**src/design/video_pkg.sv**
```systemverilog
`default_nettype none

package video_pkg;

  // one camera byte, also one luma pixel after reconstruction
  typedef logic [7:0] pixel_t;

  // column of a kept pixel, wide enough for 640
  typedef logic [9:0] hcount_t;

  // row inside the frame, wide enough for 360
  typedef logic [8:0] vcount_t;

  // luma pixels per line and lines per frame
  localparam int FRAME_W = 640;
  localparam int FRAME_H = 360;

  // flops per synchronizer chain
  localparam int SYNC_STAGES = 2;

  // camera sends Y and chroma bytes alternately, luma first on each line
  typedef enum logic {
    LUMA_BYTE,
    CHROMA_BYTE
  } luma_phase_t;

endpackage

`default_nettype wire

```
**src/design/stream_pkg.sv**
```systemverilog
`default_nettype none

package stream_pkg;

  // sixteen luma pixels, pixel 0 in the lowest byte
  typedef logic [127:0] chunk_t;

  localparam int PIXELS_PER_CHUNK = 16;

  // slot of a pixel inside its chunk
  typedef logic [3:0] chunk_idx_t;

  // chunk slots held while the receiver has no credits
  localparam int QUEUE_DEPTH = 4;

  // matches the receiver buffer
  localparam int INIT_CREDITS = 4;

  // counts 0 to INIT_CREDITS
  typedef logic [2:0] credit_t;

  // wraps naturally over the 4 queue slots
  typedef logic [1:0] queue_ptr_t;

  // 0 to QUEUE_DEPTH, needs one bit more than the pointer
  typedef logic [2:0] queue_count_t;

endpackage

`default_nettype wire

```
**src/design/camera_sync.sv**
```systemverilog
`timescale 1ns/1ps
`default_nettype none

module camera_sync (
  input  wire                 clk_camera,
  input  wire                 recent_reset,
  input  wire video_pkg::pixel_t camera_d_i,
  input  wire                 cam_pclk_i,
  input  wire                 cam_hsync_i,
  input  wire                 cam_vsync_i,
  output video_pkg::pixel_t   data_o,
  output logic                hsync_o,
  output logic                vsync_o,
  output logic                pclk_rise_o
);
  import video_pkg::*;

  // data chain, stage 0 is closest to the pins
  pixel_t                 data_sync [SYNC_STAGES];
  logic [SYNC_STAGES-1:0] hsync_sync;
  logic [SYNC_STAGES-1:0] vsync_sync;
  logic [SYNC_STAGES-1:0] pclk_sync;
  // synchronized pclk one cycle back, for edge detection
  logic                   pclk_prev;

  // pins are wired MSB first, flip on entry
  always_ff @(posedge clk_camera) begin
    data_sync[0] <= {<<{camera_d_i}};
    for (int i = 1; i < SYNC_STAGES; i++) begin
      data_sync[i] <= data_sync[i-1];
    end
  end

  always_ff @(posedge clk_camera) begin
    if (recent_reset) begin
      hsync_sync  <= '0;
      vsync_sync  <= '0;
      pclk_sync   <= '0;
      pclk_prev   <= 1'b0;
      pclk_rise_o <= 1'b0;
    end else begin
      hsync_sync  <= {hsync_sync[SYNC_STAGES-2:0], cam_hsync_i};
      vsync_sync  <= {vsync_sync[SYNC_STAGES-2:0], cam_vsync_i};
      pclk_sync   <= {pclk_sync[SYNC_STAGES-2:0], cam_pclk_i};
      pclk_prev   <= pclk_sync[SYNC_STAGES-1];
      // one pulse per camera pixel clock, a cycle after it is seen high
      pclk_rise_o <= pclk_sync[SYNC_STAGES-1] && !pclk_prev;
    end
  end

  assign data_o  = data_sync[SYNC_STAGES-1];
  assign hsync_o = hsync_sync[SYNC_STAGES-1];
  assign vsync_o = vsync_sync[SYNC_STAGES-1];

endmodule

`default_nettype wire

```
**src/design/luminance_reconstruct.sv**
```systemverilog
`timescale 1ns/1ps
`default_nettype none

module luminance_reconstruct #(
  parameter int FRAME_W = video_pkg::FRAME_W,
  parameter int FRAME_H = video_pkg::FRAME_H
) (
  input  wire                    clk_camera,
  input  wire                    recent_reset,
  input  wire video_pkg::pixel_t data_i,
  input  wire                    hsync_i,
  input  wire                    vsync_i,
  input  wire                    pclk_rise_i,
  output logic                   pixel_valid_o,
  output video_pkg::pixel_t      pixel_o,
  output logic                   pixel_last_o
);
  import video_pkg::*;

  luma_phase_t phase;
  hcount_t     hcount;
  vcount_t     vcount;
  logic        hsync_prev;
  logic        hsync_fall;
  // a byte is taken only on a pclk edge inside the active line
  logic        byte_sample;
  logic        keep_byte;
  logic        at_frame_end;

  assign hsync_fall   = hsync_prev && !hsync_i;
  assign byte_sample  = pclk_rise_i && hsync_i;
  assign keep_byte    = byte_sample && (phase == LUMA_BYTE);
  assign at_frame_end = (hcount == hcount_t'(FRAME_W - 1)) &&
                        (vcount == vcount_t'(FRAME_H - 1));

  always_ff @(posedge clk_camera) begin
    if (recent_reset) begin
      phase         <= LUMA_BYTE;
      hcount        <= '0;
      vcount        <= '0;
      hsync_prev    <= 1'b0;
      pixel_valid_o <= 1'b0;
      pixel_last_o  <= 1'b0;
    end else begin
      hsync_prev    <= hsync_i;
      pixel_valid_o <= keep_byte && !vsync_i;
      pixel_last_o  <= keep_byte && !vsync_i && at_frame_end;
      if (vsync_i) begin
        // frame blanking, start over at the top left
        phase  <= LUMA_BYTE;
        hcount <= '0;
        vcount <= '0;
      end else if (hsync_fall) begin
        // end of line, next one starts on a luma byte
        phase  <= LUMA_BYTE;
        hcount <= '0;
        vcount <= vcount + 1'b1;
      end else if (byte_sample) begin
        case (phase)
          LUMA_BYTE: begin
            phase  <= CHROMA_BYTE;
            hcount <= hcount + 1'b1;
          end
          default: phase <= LUMA_BYTE;
        endcase
      end
    end
  end

  // pixel value only matters while pixel_valid_o is high
  always_ff @(posedge clk_camera) begin
    if (keep_byte) begin
      pixel_o <= data_i;
    end
  end

endmodule

`default_nettype wire

```
**src/design/chunk_stacker.sv**
```systemverilog
`timescale 1ns/1ps
`default_nettype none

module chunk_stacker (
  input  wire                    clk_camera,
  input  wire                    recent_reset,
  input  wire                    pixel_valid_i,
  input  wire video_pkg::pixel_t pixel_i,
  input  wire                    pixel_last_i,
  output logic                   stack_valid_o,
  output stream_pkg::chunk_t     stack_data_o,
  output logic                   stack_last_o
);
  import video_pkg::*;
  import stream_pkg::*;

  // next slot to fill, wraps after the sixteenth pixel
  chunk_idx_t slot;
  logic       slot_full;

  assign slot_full = (slot == chunk_idx_t'(PIXELS_PER_CHUNK - 1));

  always_ff @(posedge clk_camera) begin
    if (recent_reset) begin
      slot          <= '0;
      stack_valid_o <= 1'b0;
      stack_last_o  <= 1'b0;
    end else begin
      stack_valid_o <= pixel_valid_i && slot_full;
      // frames are whole chunks, so only the closing pixel can carry last
      stack_last_o  <= pixel_valid_i && slot_full && pixel_last_i;
      if (pixel_valid_i) begin
        slot <= slot + 1'b1;
      end
    end
  end

  // slot 0 lands in the lowest byte
  always_ff @(posedge clk_camera) begin
    if (pixel_valid_i) begin
      stack_data_o[slot*$bits(pixel_t) +: $bits(pixel_t)] <= pixel_i;
    end
  end

endmodule

`default_nettype wire

```
**src/design/credit_chunk_queue.sv**
```systemverilog
`timescale 1ns/1ps
`default_nettype none

module credit_chunk_queue (
  input  wire                     clk_camera,
  input  wire                     recent_reset,
  input  wire                     stack_valid_i,
  input  wire stream_pkg::chunk_t stack_data_i,
  input  wire                     stack_last_i,
  input  wire                     credit_i,
  output logic                    chunk_valid_o,
  output stream_pkg::chunk_t      chunk_data_o,
  output logic                    chunk_last_o,
  output logic                    overflow_o
);
  import stream_pkg::*;

  chunk_t       chunk_mem [QUEUE_DEPTH];
  logic         last_mem  [QUEUE_DEPTH];
  queue_ptr_t   rd_ptr;
  queue_ptr_t   wr_ptr;
  queue_count_t count;
  credit_t      credits;
  logic         empty;
  logic         full;
  logic         send;
  // empty queue, incoming chunk goes straight to the output
  logic         bypass;
  logic         pop;
  logic         push;
  logic         drop;

  assign empty  = (count == '0);
  assign full   = (count == queue_count_t'(QUEUE_DEPTH));
  assign send   = (credits != '0) && (!empty || stack_valid_i);
  assign bypass = send && empty;
  assign pop    = send && !empty;
  // a full queue still takes the chunk if the head leaves this cycle
  assign push   = stack_valid_i && !bypass && (!full || pop);
  assign drop   = stack_valid_i && !bypass && full && !pop;

  always_ff @(posedge clk_camera) begin
    if (recent_reset) begin
      rd_ptr        <= '0;
      wr_ptr        <= '0;
      count         <= '0;
      credits       <= credit_t'(INIT_CREDITS);
      chunk_valid_o <= 1'b0;
      chunk_last_o  <= 1'b0;
      overflow_o    <= 1'b0;
    end else begin
      chunk_valid_o <= send;
      chunk_last_o  <= send && (bypass ? stack_last_i : last_mem[rd_ptr]);
      if (pop) begin
        rd_ptr <= rd_ptr + 1'b1;
      end
      if (push) begin
        wr_ptr <= wr_ptr + 1'b1;
      end
      count <= count + queue_count_t'(push) - queue_count_t'(pop);
      // send and returned credit together cancel out
      credits <= credits - credit_t'(send) + credit_t'(credit_i);
      // sticky until reset
      if (drop) begin
        overflow_o <= 1'b1;
      end
    end
  end

  always_ff @(posedge clk_camera) begin
    if (push) begin
      chunk_mem[wr_ptr] <= stack_data_i;
      last_mem[wr_ptr]  <= stack_last_i;
    end
  end

  // head or bypass data, valid only with chunk_valid_o
  always_ff @(posedge clk_camera) begin
    if (send) begin
      chunk_data_o <= bypass ? stack_data_i : chunk_mem[rd_ptr];
    end
  end

endmodule

`default_nettype wire

```
**src/design/camera_capture_top.sv**
```systemverilog
`timescale 1ns/1ps
`default_nettype none

module camera_capture_top #(
  parameter int FRAME_W = video_pkg::FRAME_W,
  parameter int FRAME_H = video_pkg::FRAME_H
) (
  input  wire                    clk_camera,
  input  wire                    recent_reset,
  input  wire video_pkg::pixel_t camera_d_i,
  input  wire                    cam_pclk_i,
  input  wire                    cam_hsync_i,
  input  wire                    cam_vsync_i,
  input  wire                    credit_i,
  output logic                   chunk_valid_o,
  output stream_pkg::chunk_t     chunk_data_o,
  output logic                   chunk_last_o,
  output logic                   overflow_o
);
  import video_pkg::*;
  import stream_pkg::*;

  // synchronized camera bus, bit order restored
  logic   pclk_rise;
  logic   hsync;
  logic   vsync;
  pixel_t data;

  // luma pixel stream
  logic   pixel_valid;
  pixel_t pixel;
  logic   pixel_last;

  // 128-bit chunks toward the queue
  logic   stack_valid;
  chunk_t stack_data;
  logic   stack_last;

  camera_sync u_camera_sync (
    .clk_camera   (clk_camera),
    .recent_reset (recent_reset),
    .camera_d_i   (camera_d_i),
    .cam_pclk_i   (cam_pclk_i),
    .cam_hsync_i  (cam_hsync_i),
    .cam_vsync_i  (cam_vsync_i),
    .data_o       (data),
    .hsync_o      (hsync),
    .vsync_o      (vsync),
    .pclk_rise_o  (pclk_rise)
  );

  luminance_reconstruct #(
    .FRAME_W (FRAME_W),
    .FRAME_H (FRAME_H)
  ) u_luminance_reconstruct (
    .clk_camera    (clk_camera),
    .recent_reset  (recent_reset),
    .data_i        (data),
    .hsync_i       (hsync),
    .vsync_i       (vsync),
    .pclk_rise_i   (pclk_rise),
    .pixel_valid_o (pixel_valid),
    .pixel_o       (pixel),
    .pixel_last_o  (pixel_last)
  );

  chunk_stacker u_chunk_stacker (
    .clk_camera    (clk_camera),
    .recent_reset  (recent_reset),
    .pixel_valid_i (pixel_valid),
    .pixel_i       (pixel),
    .pixel_last_i  (pixel_last),
    .stack_valid_o (stack_valid),
    .stack_data_o  (stack_data),
    .stack_last_o  (stack_last)
  );

  credit_chunk_queue u_credit_chunk_queue (
    .clk_camera    (clk_camera),
    .recent_reset  (recent_reset),
    .stack_valid_i (stack_valid),
    .stack_data_i  (stack_data),
    .stack_last_i  (stack_last),
    .credit_i      (credit_i),
    .chunk_valid_o (chunk_valid_o),
    .chunk_data_o  (chunk_data_o),
    .chunk_last_o  (chunk_last_o),
    .overflow_o    (overflow_o)
  );

endmodule

`default_nettype wire

```
**config.mk**
```make
export PLATFORM = sky130hd
export DESIGN_NAME = camera_capture_top
export DESIGN_NICKNAME = d
export VERILOG_FILES = /design/src/design/video_pkg.sv /design/src/design/stream_pkg.sv /design/src/design/camera_sync.sv /design/src/design/luminance_reconstruct.sv /design/src/design/chunk_stacker.sv /design/src/design/credit_chunk_queue.sv /design/src/design/camera_capture_top.sv
export SDC_FILE = /design/constraint.sdc
export NUM_CORES = 1
export LEC_CHECK = 0
export BUFFER_PORTS_ARGS = -buffer_cell sky130_fd_sc_hd__buf_2
export CAP_MARGIN = 20
export CORE_ASPECT_RATIO = 0.75
export CORE_MARGIN = 2
export CORE_UTILIZATION = 50
export DETAILED_ROUTE_END_ITERATION = 16
export PLACE_DENSITY = 0.67
export SLEW_MARGIN = 15
export SYNTH_ARGS = -nofsm -noshare
export SYNTH_HDL_FRONTEND = slang
export SYNTH_SLANG_ARGS = --single-unit
```
**constraint.sdc**
```tcl
create_clock -name clk_camera -period 7.6 [get_ports clk_camera]
set_clock_uncertainty 0.1 [all_clocks]
set_input_delay 0 -clock clk_camera [delete_from_list [all_inputs] [get_ports clk_camera]]
set_output_delay 0 -clock clk_camera [all_outputs]
set_load 0.05 [all_outputs]
```
# == Word level (Yosys, flattened, before mapping) ==
# Memory sizes are Yosys's and may differ from the RTL's. A register that Yosys moved wholly into a read port is not among the register bits.
# Cells that the tools add are included.
# totals
word_cells,84
latch_bits,0
romBits,0
in_bits,14
memories,3
ram_bits,532
out_inout_bits,131
register_bits,306
# memory_table
memory,depth,word_bits,rd,rd_ports_with_merged_regs,wr,line,source
u_credit_chunk_queue.chunk_mem,4,128,1,1,1,credit_chunk_queue.sv:18,chunk_t chunk_mem [QUEUE_DEPTH];
u_camera_sync.data_sync,2,8,2,1,2,camera_sync.sv:19,pixel_t data_sync [SYNC_STAGES];
u_credit_chunk_queue.last_mem,4,1,1,1,1,credit_chunk_queue.sv:19,logic last_mem [QUEUE_DEPTH];
# classes
eq_ne,4
n_addsub,10
n_bitwise,1
div,0
muxes,10
shift,2
order_cmp,0
n_reduce_logical,31
n_mul,0
# op_table
cell,n
128-bit bitwise mux,1
128-bit two-way mux,1
8-bit by 34-bit variable shift with 128-bit output (first input constant),1
8-bit by 34-bit indexed part select with 128-bit output,1
7-bit negator with 34-bit output,1
1-bit logical AND,17
10-bit by 1-bit adder with 10-bit output (second input constant),1
10-bit == test (second input constant),1
9-bit by 1-bit adder with 9-bit output (second input constant),1
9-bit == test (second input constant),1
2-bit two-way mux,4
1-bit zero test,7
3-bit by 1-bit adder with 3-bit output,2
3-bit by 1-bit subtractor with 3-bit output,2
2-bit by 1-bit adder with 2-bit output (second input constant),2
4-bit by 1-bit adder with 4-bit output (second input constant),1
4-bit == test (second input constant),1
1-bit two-way mux,4
3-bit == test (second input constant),1
3-bit zero test,1
3-bit nonzero test,1
3-bit OR reduction,1
1-bit logical OR,2
2-bit AND reduction,1
2 further kinds,2

# == Logic depth before layout (Yosys ltp) ==
# Gate-level depths: netlist (run 1).
# depth
depth_word,10
ltp_mapped,10
depth_no_buf,10

# == Modules after synthesis ==
# A second synthesis (run 1) with hierarchy kept.
# unflattened
cells_unflattened,1551
hier_area_um2,32408.6
# by_module_without_submodules
module,seq_area_each_um2,n_inst,cells_per_inst,area_each_um2
credit_chunk_queue,19638.8,1,1022,25274.2
chunk_stacker,3963.8,1,364,5256.3
luminance_reconstruct,700.7,1,125,1281.2
camera_sync,480.5,1,40,596.8

# == Worst setup path after synthesis (run 1) ==
# OpenSTA, ideal clock, no wires.
# synth_timing
path_type,reg2reg
startpoint,register u_credit_chunk_queue.count[1]
endpoint,register u_credit_chunk_queue.credits[1]
t_arrival_ns,7.640
t_required_ns,7.372
synth_period_minus_slack_ns,7.868
slack_ns,-0.268
stages_incl_launch_ff,9
setup_time_ns,0.128
path_buffers,0
path_cell_list,dfxtp_1 or3_1 nor2_1 nor2_1 ha_1 inv_1 ha_1 fa_1 nor2b_1
# synth_between
elab_chain_len,6
# synth_rtl
element,line,source
"start, declared",credit_chunk_queue.sv:22,queue_count_t count;
"start signal, assigned",credit_chunk_queue.sv:60,count <= count + queue_count_t'(push) - queue_count_t'(pop);
3-bit zero test,credit_chunk_queue.sv:33,assign empty = (count == '0);
1-bit zero test,credit_chunk_queue.sv:35,assign send = (credits != '0) && (!empty || stack_valid_i);
1-bit logical OR,credit_chunk_queue.sv:35,
1-bit logical AND,credit_chunk_queue.sv:35,
net u_credit_chunk_queue.send,credit_chunk_queue.sv:26,logic send;
3-bit by 1-bit subtractor with 3-bit output,credit_chunk_queue.sv:62,credits <= credits - credit_t'(send) + credit_t'(credit_i);
3-bit by 1-bit adder with 3-bit output,credit_chunk_queue.sv:62,
"end signal, assigned",credit_chunk_queue.sv:47,credits <= credit_t'(INIT_CREDITS);
"end signal, assigned",credit_chunk_queue.sv:62,
"end, declared",credit_chunk_queue.sv:23,credit_t credits;
# The timed path passes the listed nets, and every way through them passes these cells.
# A chain may end at the register's enable or synchronous reset.

# == Final worst setup path (run 1) ==
# layout_timing
startpoint,register u_credit_chunk_queue.credits[1]
endpoint,memory u_credit_chunk_queue.chunk_mem[1][42] (netlist bit) (enable)
# layout_between
elab_chain_len,8
word_cells_on_any_way,10
cone_classes,mux: 2; reduce/logical: 8
# layout_rtl
element,line,source
3-bit nonzero test (*),credit_chunk_queue.sv:35,
1-bit logical AND (*),credit_chunk_queue.sv:35,
1-bit logical AND,credit_chunk_queue.sv:36,assign bypass = send && empty;
1-bit zero test,credit_chunk_queue.sv:39,assign push = stack_valid_i && !bypass && (!full || pop);
1-bit logical AND,credit_chunk_queue.sv:39,
1-bit logical AND (*),credit_chunk_queue.sv:39,
net u_credit_chunk_queue.push,credit_chunk_queue.sv:30,logic push;
1-bit two-way mux (*),credit_chunk_queue.sv:71,if (push) begin
1-bit two-way mux (implied by the code) (*),credit_chunk_queue.sv:72,chunk_mem[wr_ptr] <= stack_data_i;
"end, declared",credit_chunk_queue.sv:18,
# The timed path passes the listed nets; every way through them passes the cells marked *.

==> implementation parameters, run 1 <==
Parameter                              Value

Logic synthesis
  Share of synthesized registers carrying an async set or reset    0%
  Net count of the mapped netlist    1562
  Leading register cell type out of synthesis    edfxtp_1
  Area of the mapped netlist    32180 um^2
  Mean instance size in the synthesized netlist    20.99 um^2
  Share of synthesized area occupied by flip-flops and latches    77.01%
  Yosys warning total    0
  Cell count after synthesis    1533
  FF+latch count, synth    848
  Number of enable flip-flop cells after synthesis    780
  Number of distinct library cells after synthesis    49

Placement
  Count of buffers from port buffering    144
  Cell area reported after detailed placement    33730 um^2
  HPWL Detailed    37.01 mm
  Final weighted congestion in routability-driven placement    0.7568

Hold path
  Worst min-delay path class    reg -> reg
  Min-Delay Path Depth    0

Finish
  Share of cells above drive strength 1    30.44%
  Highest-count cells in the layout ignoring fill and taps    780 x edfxtp_1, 144 x buf_2, 129 x mux4_2, 115 x nor2_1, 110 x mux2_4
  Post-Layout Inst Area    36650 um^2
  Footprint of the multi-input gates    6847 um^2
  Count of nets after finishing    1784
  Sequential cell area    24790 um^2
  Layout Utilization    57.57%
  Synth-to-layout area growth    13.89%
  Diode insertion count for antenna repair    0
  Commonest non-fill, non-tap cell in the layout    edfxtp_1
  FILL cells    4733

Floorplanning
  Initial core utilization    50.55%
  Top-level port count    145
  Die span in x    297.0 um
  Number of core rows    80
  Die area    66430 um^2
  Core region area    63660 um^2
  Vertical die dimension    223.7 um

Worst setup path
  Critical path data arrival time    3.55 ns
  Required time at the worst-slack endpoint    7.73 ns
  Worst r2r path cells    4
  Crit Path Class    reg -> reg
  Critical path fanouts, max    63
  CP endpoint kind    flip-flop
  Critical path launch point type    flip-flop

Drt
  Routed wire length per instance    24.65 um
  Drt initial violations    1356
  Detailed-route vias per instance    5.604
  Vias    15020
  Antenna-violating nets left    0
  Routed wire length    66.08 mm
  Total iterations of the first detailed-routing run    5
  Post-route DRC violation count    0

Timing
  Sum Neg Setup Slack    0 ns
  Part of the cycle the worst path needs    44.97%
  Number of setup violations in the final report    0
  Achievable Freq    292.6 MHz
  Post-layout minimum cycle time    3.418 ns
  Pins over their slew limit    0
  Relative slew slack    28.85%
  Slew of the pin with the lowest slew margin    1.067 ns
  Final count of hold timing violations    0
  Unrepaired setup endpoints after global routing    no

Power
  Worst supply voltage drop on vdd    365.3 uV
  Static power due to leakage    12.50 nW
  Ratio of total power to cell area    358.4 nW/um^2
  Power, Total    13.14 mW

CTS
  Clock tree from TritonCTS    yes
  CTS max path bufs    3
  Clock transition at the registers of the reported paths    0.06 ns
  Total number of H-tree levels    3
  Clk_lat worst skew    0.63 ns
  TritonCTS Sinks    848
  Number of CTS-inserted buffers    80
  Number of gates given a new drive strength after cts    0
  # hold bufs at CTS    27
  Number of buffers inserted to repair setup after CTS    0
  Root buf cell    clkbuf_16

Global route
  Vias in the first global route    15170
  First-pass GRT wire length    98.47 mm
  Antenna violations before repair    8
  Pin count of the biggest net entering global routing    114
  Remaining global-route overflow    0
  Overall routing resource usage    20.00%

Outcome
  Status    completed

Job
  Max-cap check violation count    0
==> metrics by stage <==
stage          setup WS [ns]  hold slack (ns)  cells
4_1_cts                4.118           0.2305   2679
3_5_place_dp           4.156         0.004386   2505
5_1_grt                3.948           0.2332   2681
3_3_place_gp           4.210         0.002551   2504
2_1_floorplan          2.069         -0.07228   1533
6_report               4.182           0.2275   2681
==> cells in the mapped netlist, types with 15 or more instances <==
| cell | n | area (um^2) |
|---|---|---|
| mux4_2 | 129 | 2905 |
| edfxtp_1 | 780 | 23420 |
| dfxtp_1 | 68 | 1361 |
| and3_1 | 18 | 112.6 |
| clkbuf_1 | 25 | 93.84 |
| buf_6 | 16 | 180.2 |
| mux2_4 | 110 | 1652 |
| nor2_1 | 116 | 435.4 |
| nor2b_1 | 15 | 93.84 |
| and2_1 | 54 | 337.8 |
| inv_1 | 16 | 60.06 |
| nand2_1 | 33 | 123.9 |
==> flip-flops by register name, summed over array words and instances (netlist names), 2 cells and up, named ones only <==
register                           flops
u_camera_sync.pclk_sync                2
u_credit_chunk_queue.wr_ptr            2
u_credit_chunk_queue.count             3
u_luminance_reconstruct.hcount        10
u_chunk_stacker.stack_data_o         128
u_credit_chunk_queue.last_mem          4
u_credit_chunk_queue.chunk_data_o    128
u_camera_sync.vsync_sync               2
u_chunk_stacker.slot                   4
u_camera_sync.hsync_sync               2
u_luminance_reconstruct.vcount         9
u_luminance_reconstruct.pixel_o        8
u_camera_sync.data_sync               16
u_credit_chunk_queue.chunk_mem       512
u_credit_chunk_queue.rd_ptr            2
u_credit_chunk_queue.credits           3
==> power breakdown <==
part / total, mW / internal, mW / leakage, nW / switching [mW]
logic: 3.21 / 1.08 / 3.50 / 2.12
registers: 5.95 / 5.65 / 7.73 / 0.309
clock network: 3.98 / 2.28 / 1.27 / 1.70
==> worst paths after layout <==
kind                                                    from                                              end  slack, ns
setup / recovery  u_credit_chunk_queue.credits[1]$_SDFF_PP0_  u_credit_chunk_queue.chunk_mem[1][42]$_DFFE_PP_       4.18
hold / removal         u_camera_sync.data_sync[0][3]$_DFF_P_            u_camera_sync.data_sync[1][3]$_DFF_P_       0.23
hold reg to reg        u_camera_sync.data_sync[0][3]$_DFF_P_            u_camera_sync.data_sync[1][3]$_DFF_P_       0.23
setup reg to reg  u_credit_chunk_queue.credits[1]$_SDFF_PP0_  u_credit_chunk_queue.chunk_mem[1][42]$_DFFE_PP_       4.18
==> layer usage <==
metal	share of wire (%)	global-route usage, %	vias up
met1	44	29.83	7887
met5	0	0	-
li1	-	-	6491
met4	1.8	5.230	0
met3	6.6	3.530	97
met2	47	30.86	548
==> critical path, stage by stage (launching register included) <==
cell and delay (ns):
dfxtp_1 0.35, nor3_2 0.49, o211a_1 0.38, and2_4 0.71
buf_4 0.87
==> cell type report <==
| class | instances | area share (%) |
|---|---|---|
| clock buffers | 101 | 5.821 |
| inverters | 16 | 0.1639 |
| flip-flops and latches | 848 | 67.64 |
| well taps | 861 | 2.939 |
| multi-input cells | 608 | 18.68 |
| repair buffers | 201 | 3.451 |
| clock inverters | 46 | 1.304 |
==> logic make-up (layout without fill, tap and decap cells) <==
| group | after synthesis | after routing | share of synthesized area [%] |
|---|---|---|---|
| buffers and inverters | 77 | 364 | 1.843 |
| AO/OA/AOI/OAI | 9 | 9 | 0.1827 |
| multiplexers | 262 | 262 | 14.95 |
| XOR/XNOR | 26 | 26 | 0.7076 |
| AND/OR/NAND/NOR | 296 | 296 | 4.673 |
| adder cells (fa/ha/maj) | 15 | 15 | 0.6299 |
| flip-flops | 848 | 848 | 77.01 |
No activity file was read; power rests on OpenSTA's default activity.
==> run 2: changes to the inputs <==
==> constraint.sdc (replaced) <==
create_clock -name clk_camera -period 2.8 [get_ports clk_camera]
set_clock_uncertainty 0.1 [all_clocks]
set_input_delay 0 -clock clk_camera [delete_from_list [all_inputs] [get_ports clk_camera]]
set_output_delay 0 -clock clk_camera [all_outputs]
set_load 0.05 [all_outputs]
==> run 2 against run 1 <==
Against the previous run: cell count is 1.2% higher; via count is 0.43% lower; global-route usage decreased by 0.57 points; register-to-register slack got worse by 3.9 ns; critical endpoint is now u_credit_chunk_queue.count[2]$_SDFF_PP0_; largest cell class unchanged.
==> implementation parameters, run 2 (synthesized netlist as in run 1, its figures left out) <==
Parameter                              Value

CTS
  TritonCTS Sinks    848
  CTS max path bufs    3
  Number of buffers inserted to repair setup after CTS    0
  Root buf cell    clkbuf_16
  Clock transition at the registers of the reported paths    0.06 ns
  Number of CTS-inserted buffers    80
  Total number of H-tree levels    3
  Clk_lat worst skew    0.63 ns
  Clock tree from TritonCTS    yes

Outcome
  Status    completed

Drt
  Vias    14960
  Antenna-violating nets left    0
  Post-route DRC violation count    0
  Routed wire length per instance    23.55 um
  Drt initial violations    1304
  Routed wire length    63.89 mm
  Detailed-route vias per instance    5.514
  Total iterations of the first detailed-routing run    5

Job
  Max-cap check violation count    0

Finish
  Most flop-heavy register    u_credit_chunk_queue.chunk_mem
  Post-Layout Inst Area    37370 um^2
  FILL cells    4639
  Share of cells above drive strength 1    32.29%
  Count of nets after finishing    1816
  Synth-to-layout area growth    16.11%
  Diode insertion count for antenna repair    0
  Commonest non-fill, non-tap cell in the layout    edfxtp_1
  Highest-count cells in the layout ignoring fill and taps    780 x edfxtp_1, 144 x buf_2, 129 x mux4_2, 114 x nor2_1, 110 x mux2_4
  Final non-filler cell total    2713
  Largest registers    u_credit_chunk_queue.chunk_mem x512, u_chunk_stacker.stack_data_o x128, u_credit_chunk_queue.chunk_data_o x128
  Flip-flop count of the largest register, all copies and words added    512

Floorplanning
  Core region area    63660 um^2
  Vertical die dimension    223.7 um
  Die area    66430 um^2
  Number of core rows    80
  Initial core utilization    50.55%
  Die span in x    297.0 um
  Top-level port count    145

Timing
  Unrepaired setup endpoints after global routing    no
  Pins over their slew limit    0
  Number of setup violations in the final report    0
  Post-layout minimum cycle time    2.566 ns
  Slew of the pin with the lowest slew margin    0.8098 ns
  Relative slew slack    46.02%
  Achievable Freq    389.8 MHz
  Part of the cycle the worst path needs    91.63%
  Final count of hold timing violations    0

Global route
  Vias in the first global route    15340
  Overall routing resource usage    19.44%
  Remaining global-route overflow    0
  First-pass GRT wire length    96.05 mm
  Pin count of the biggest net entering global routing    129
  Antenna violations before repair    6

Worst setup path
  Critical path fanouts, max    7
  Crit Path Class    reg -> reg
  Critical path launch point type    flip-flop
  CP endpoint kind    flip-flop
  Critical path data arrival time    2.95 ns
  Required time at the worst-slack endpoint    3.19 ns

Power
  Worst supply voltage drop on vdd    874.2 uV
  Static power due to leakage    12.80 nW
  Power, Total    36.36 mW
  Ratio of total power to cell area    973.0 nW/um^2

Placement
  HPWL Detailed    38.53 mm
  Final weighted congestion in routability-driven placement    0.8332
  Placed cell count    2539
  Count of buffers from port buffering    144
  Cell area reported after detailed placement    34270 um^2

Hold path
  Worst min-delay path class    reg -> reg
-- run 2: metal layers --
metal	global-route usage, %	vias up	routed length, um
li1	-	6560	-
met1	28.34	7843	28590
met2	30.02	448	30050
met3	4.151	104	3857
met4	5.327	4	1368
met5	0	-	21
-- run 2: worst paths after layout --
check | start | end | slack [ns] | cells past startpoint
max | u_credit_chunk_queue.credits[1]$_SDFF_PP0_ | u_credit_chunk_queue.count[2]$_SDFF_PP0_ | 0.23 | 10
max reg2reg | u_credit_chunk_queue.credits[1]$_SDFF_PP0_ | u_credit_chunk_queue.count[2]$_SDFF_PP0_ | 0.23 | 10
min reg2reg | u_camera_sync.data_sync[0][0]$_DFF_P_ | u_camera_sync.data_sync[1][0]$_DFF_P_ | 0.23 | 0
min | u_camera_sync.data_sync[0][0]$_DFF_P_ | u_camera_sync.data_sync[1][0]$_DFF_P_ | 0.23 | 0
-- run 2: where the power goes --
part | internal, mW | switching [mW] | total (mW)
Combinational | 3.09 | 5.96 | 9.05
Clock | 6.98 | 4.58 | 11.6
Sequential | 15.3 | 0.436 | 15.7
Total | 25.4 | 11.0 | 36.4
-- run 2: layout make-up --
type | count | area (um^2) | area share, %
Clock buffer | 97 | 2160 | 5.780
Clock inverter | 50 | 659.4 | 1.765
Inverter | 16 | 60.06 | 0.1607
Multi-Input combinational cell | 608 | 6857 | 18.35
Sequential cell | 848 | 24800 | 66.36
Tap cell | 861 | 1077 | 2.883
Timing Repair Buffer | 233 | 1757 | 4.701
-- run 2: metrics by stage --
stage / hold slack [ns] / TNS [ns] / setup WS (ns) / utilization, %
2_1_floorplan: -0.07228 / -24.77 / -1.119 / -
3_3_place_gp: 0.004056 / 0 / 0.3277 / 53.83
3_5_place_dp: 0.004381 / 0 / 0.1818 / 53.83
4_1_cts: 0.2355 / 0 / 0.1463 / 58.69
5_1_grt: 0.2431 / 0 / 0.08045 / 58.70
6_report: 0.2328 / 0 / 0.2343 / 58.70
-- run 2: worst max-delay path, cell delays in order, from the launching register on --
cell	delay [ns]
dfxtp_1	0.35
nor3_2	0.48
nor2_1	0.16
ha_1	0.32
inv_1	0.05
ha_1	0.13
inv_1	0.05
fa_1	0.37
xor2_1	0.21
xnor2_1	0.16
nor2_1	0.05
-- run 2: repair_timing --
action,CTS,global route
endpoints found under the hold margin,37,0
hold buffers,27,0
resized for setup,0,1
setup endpoints to repair,0,8
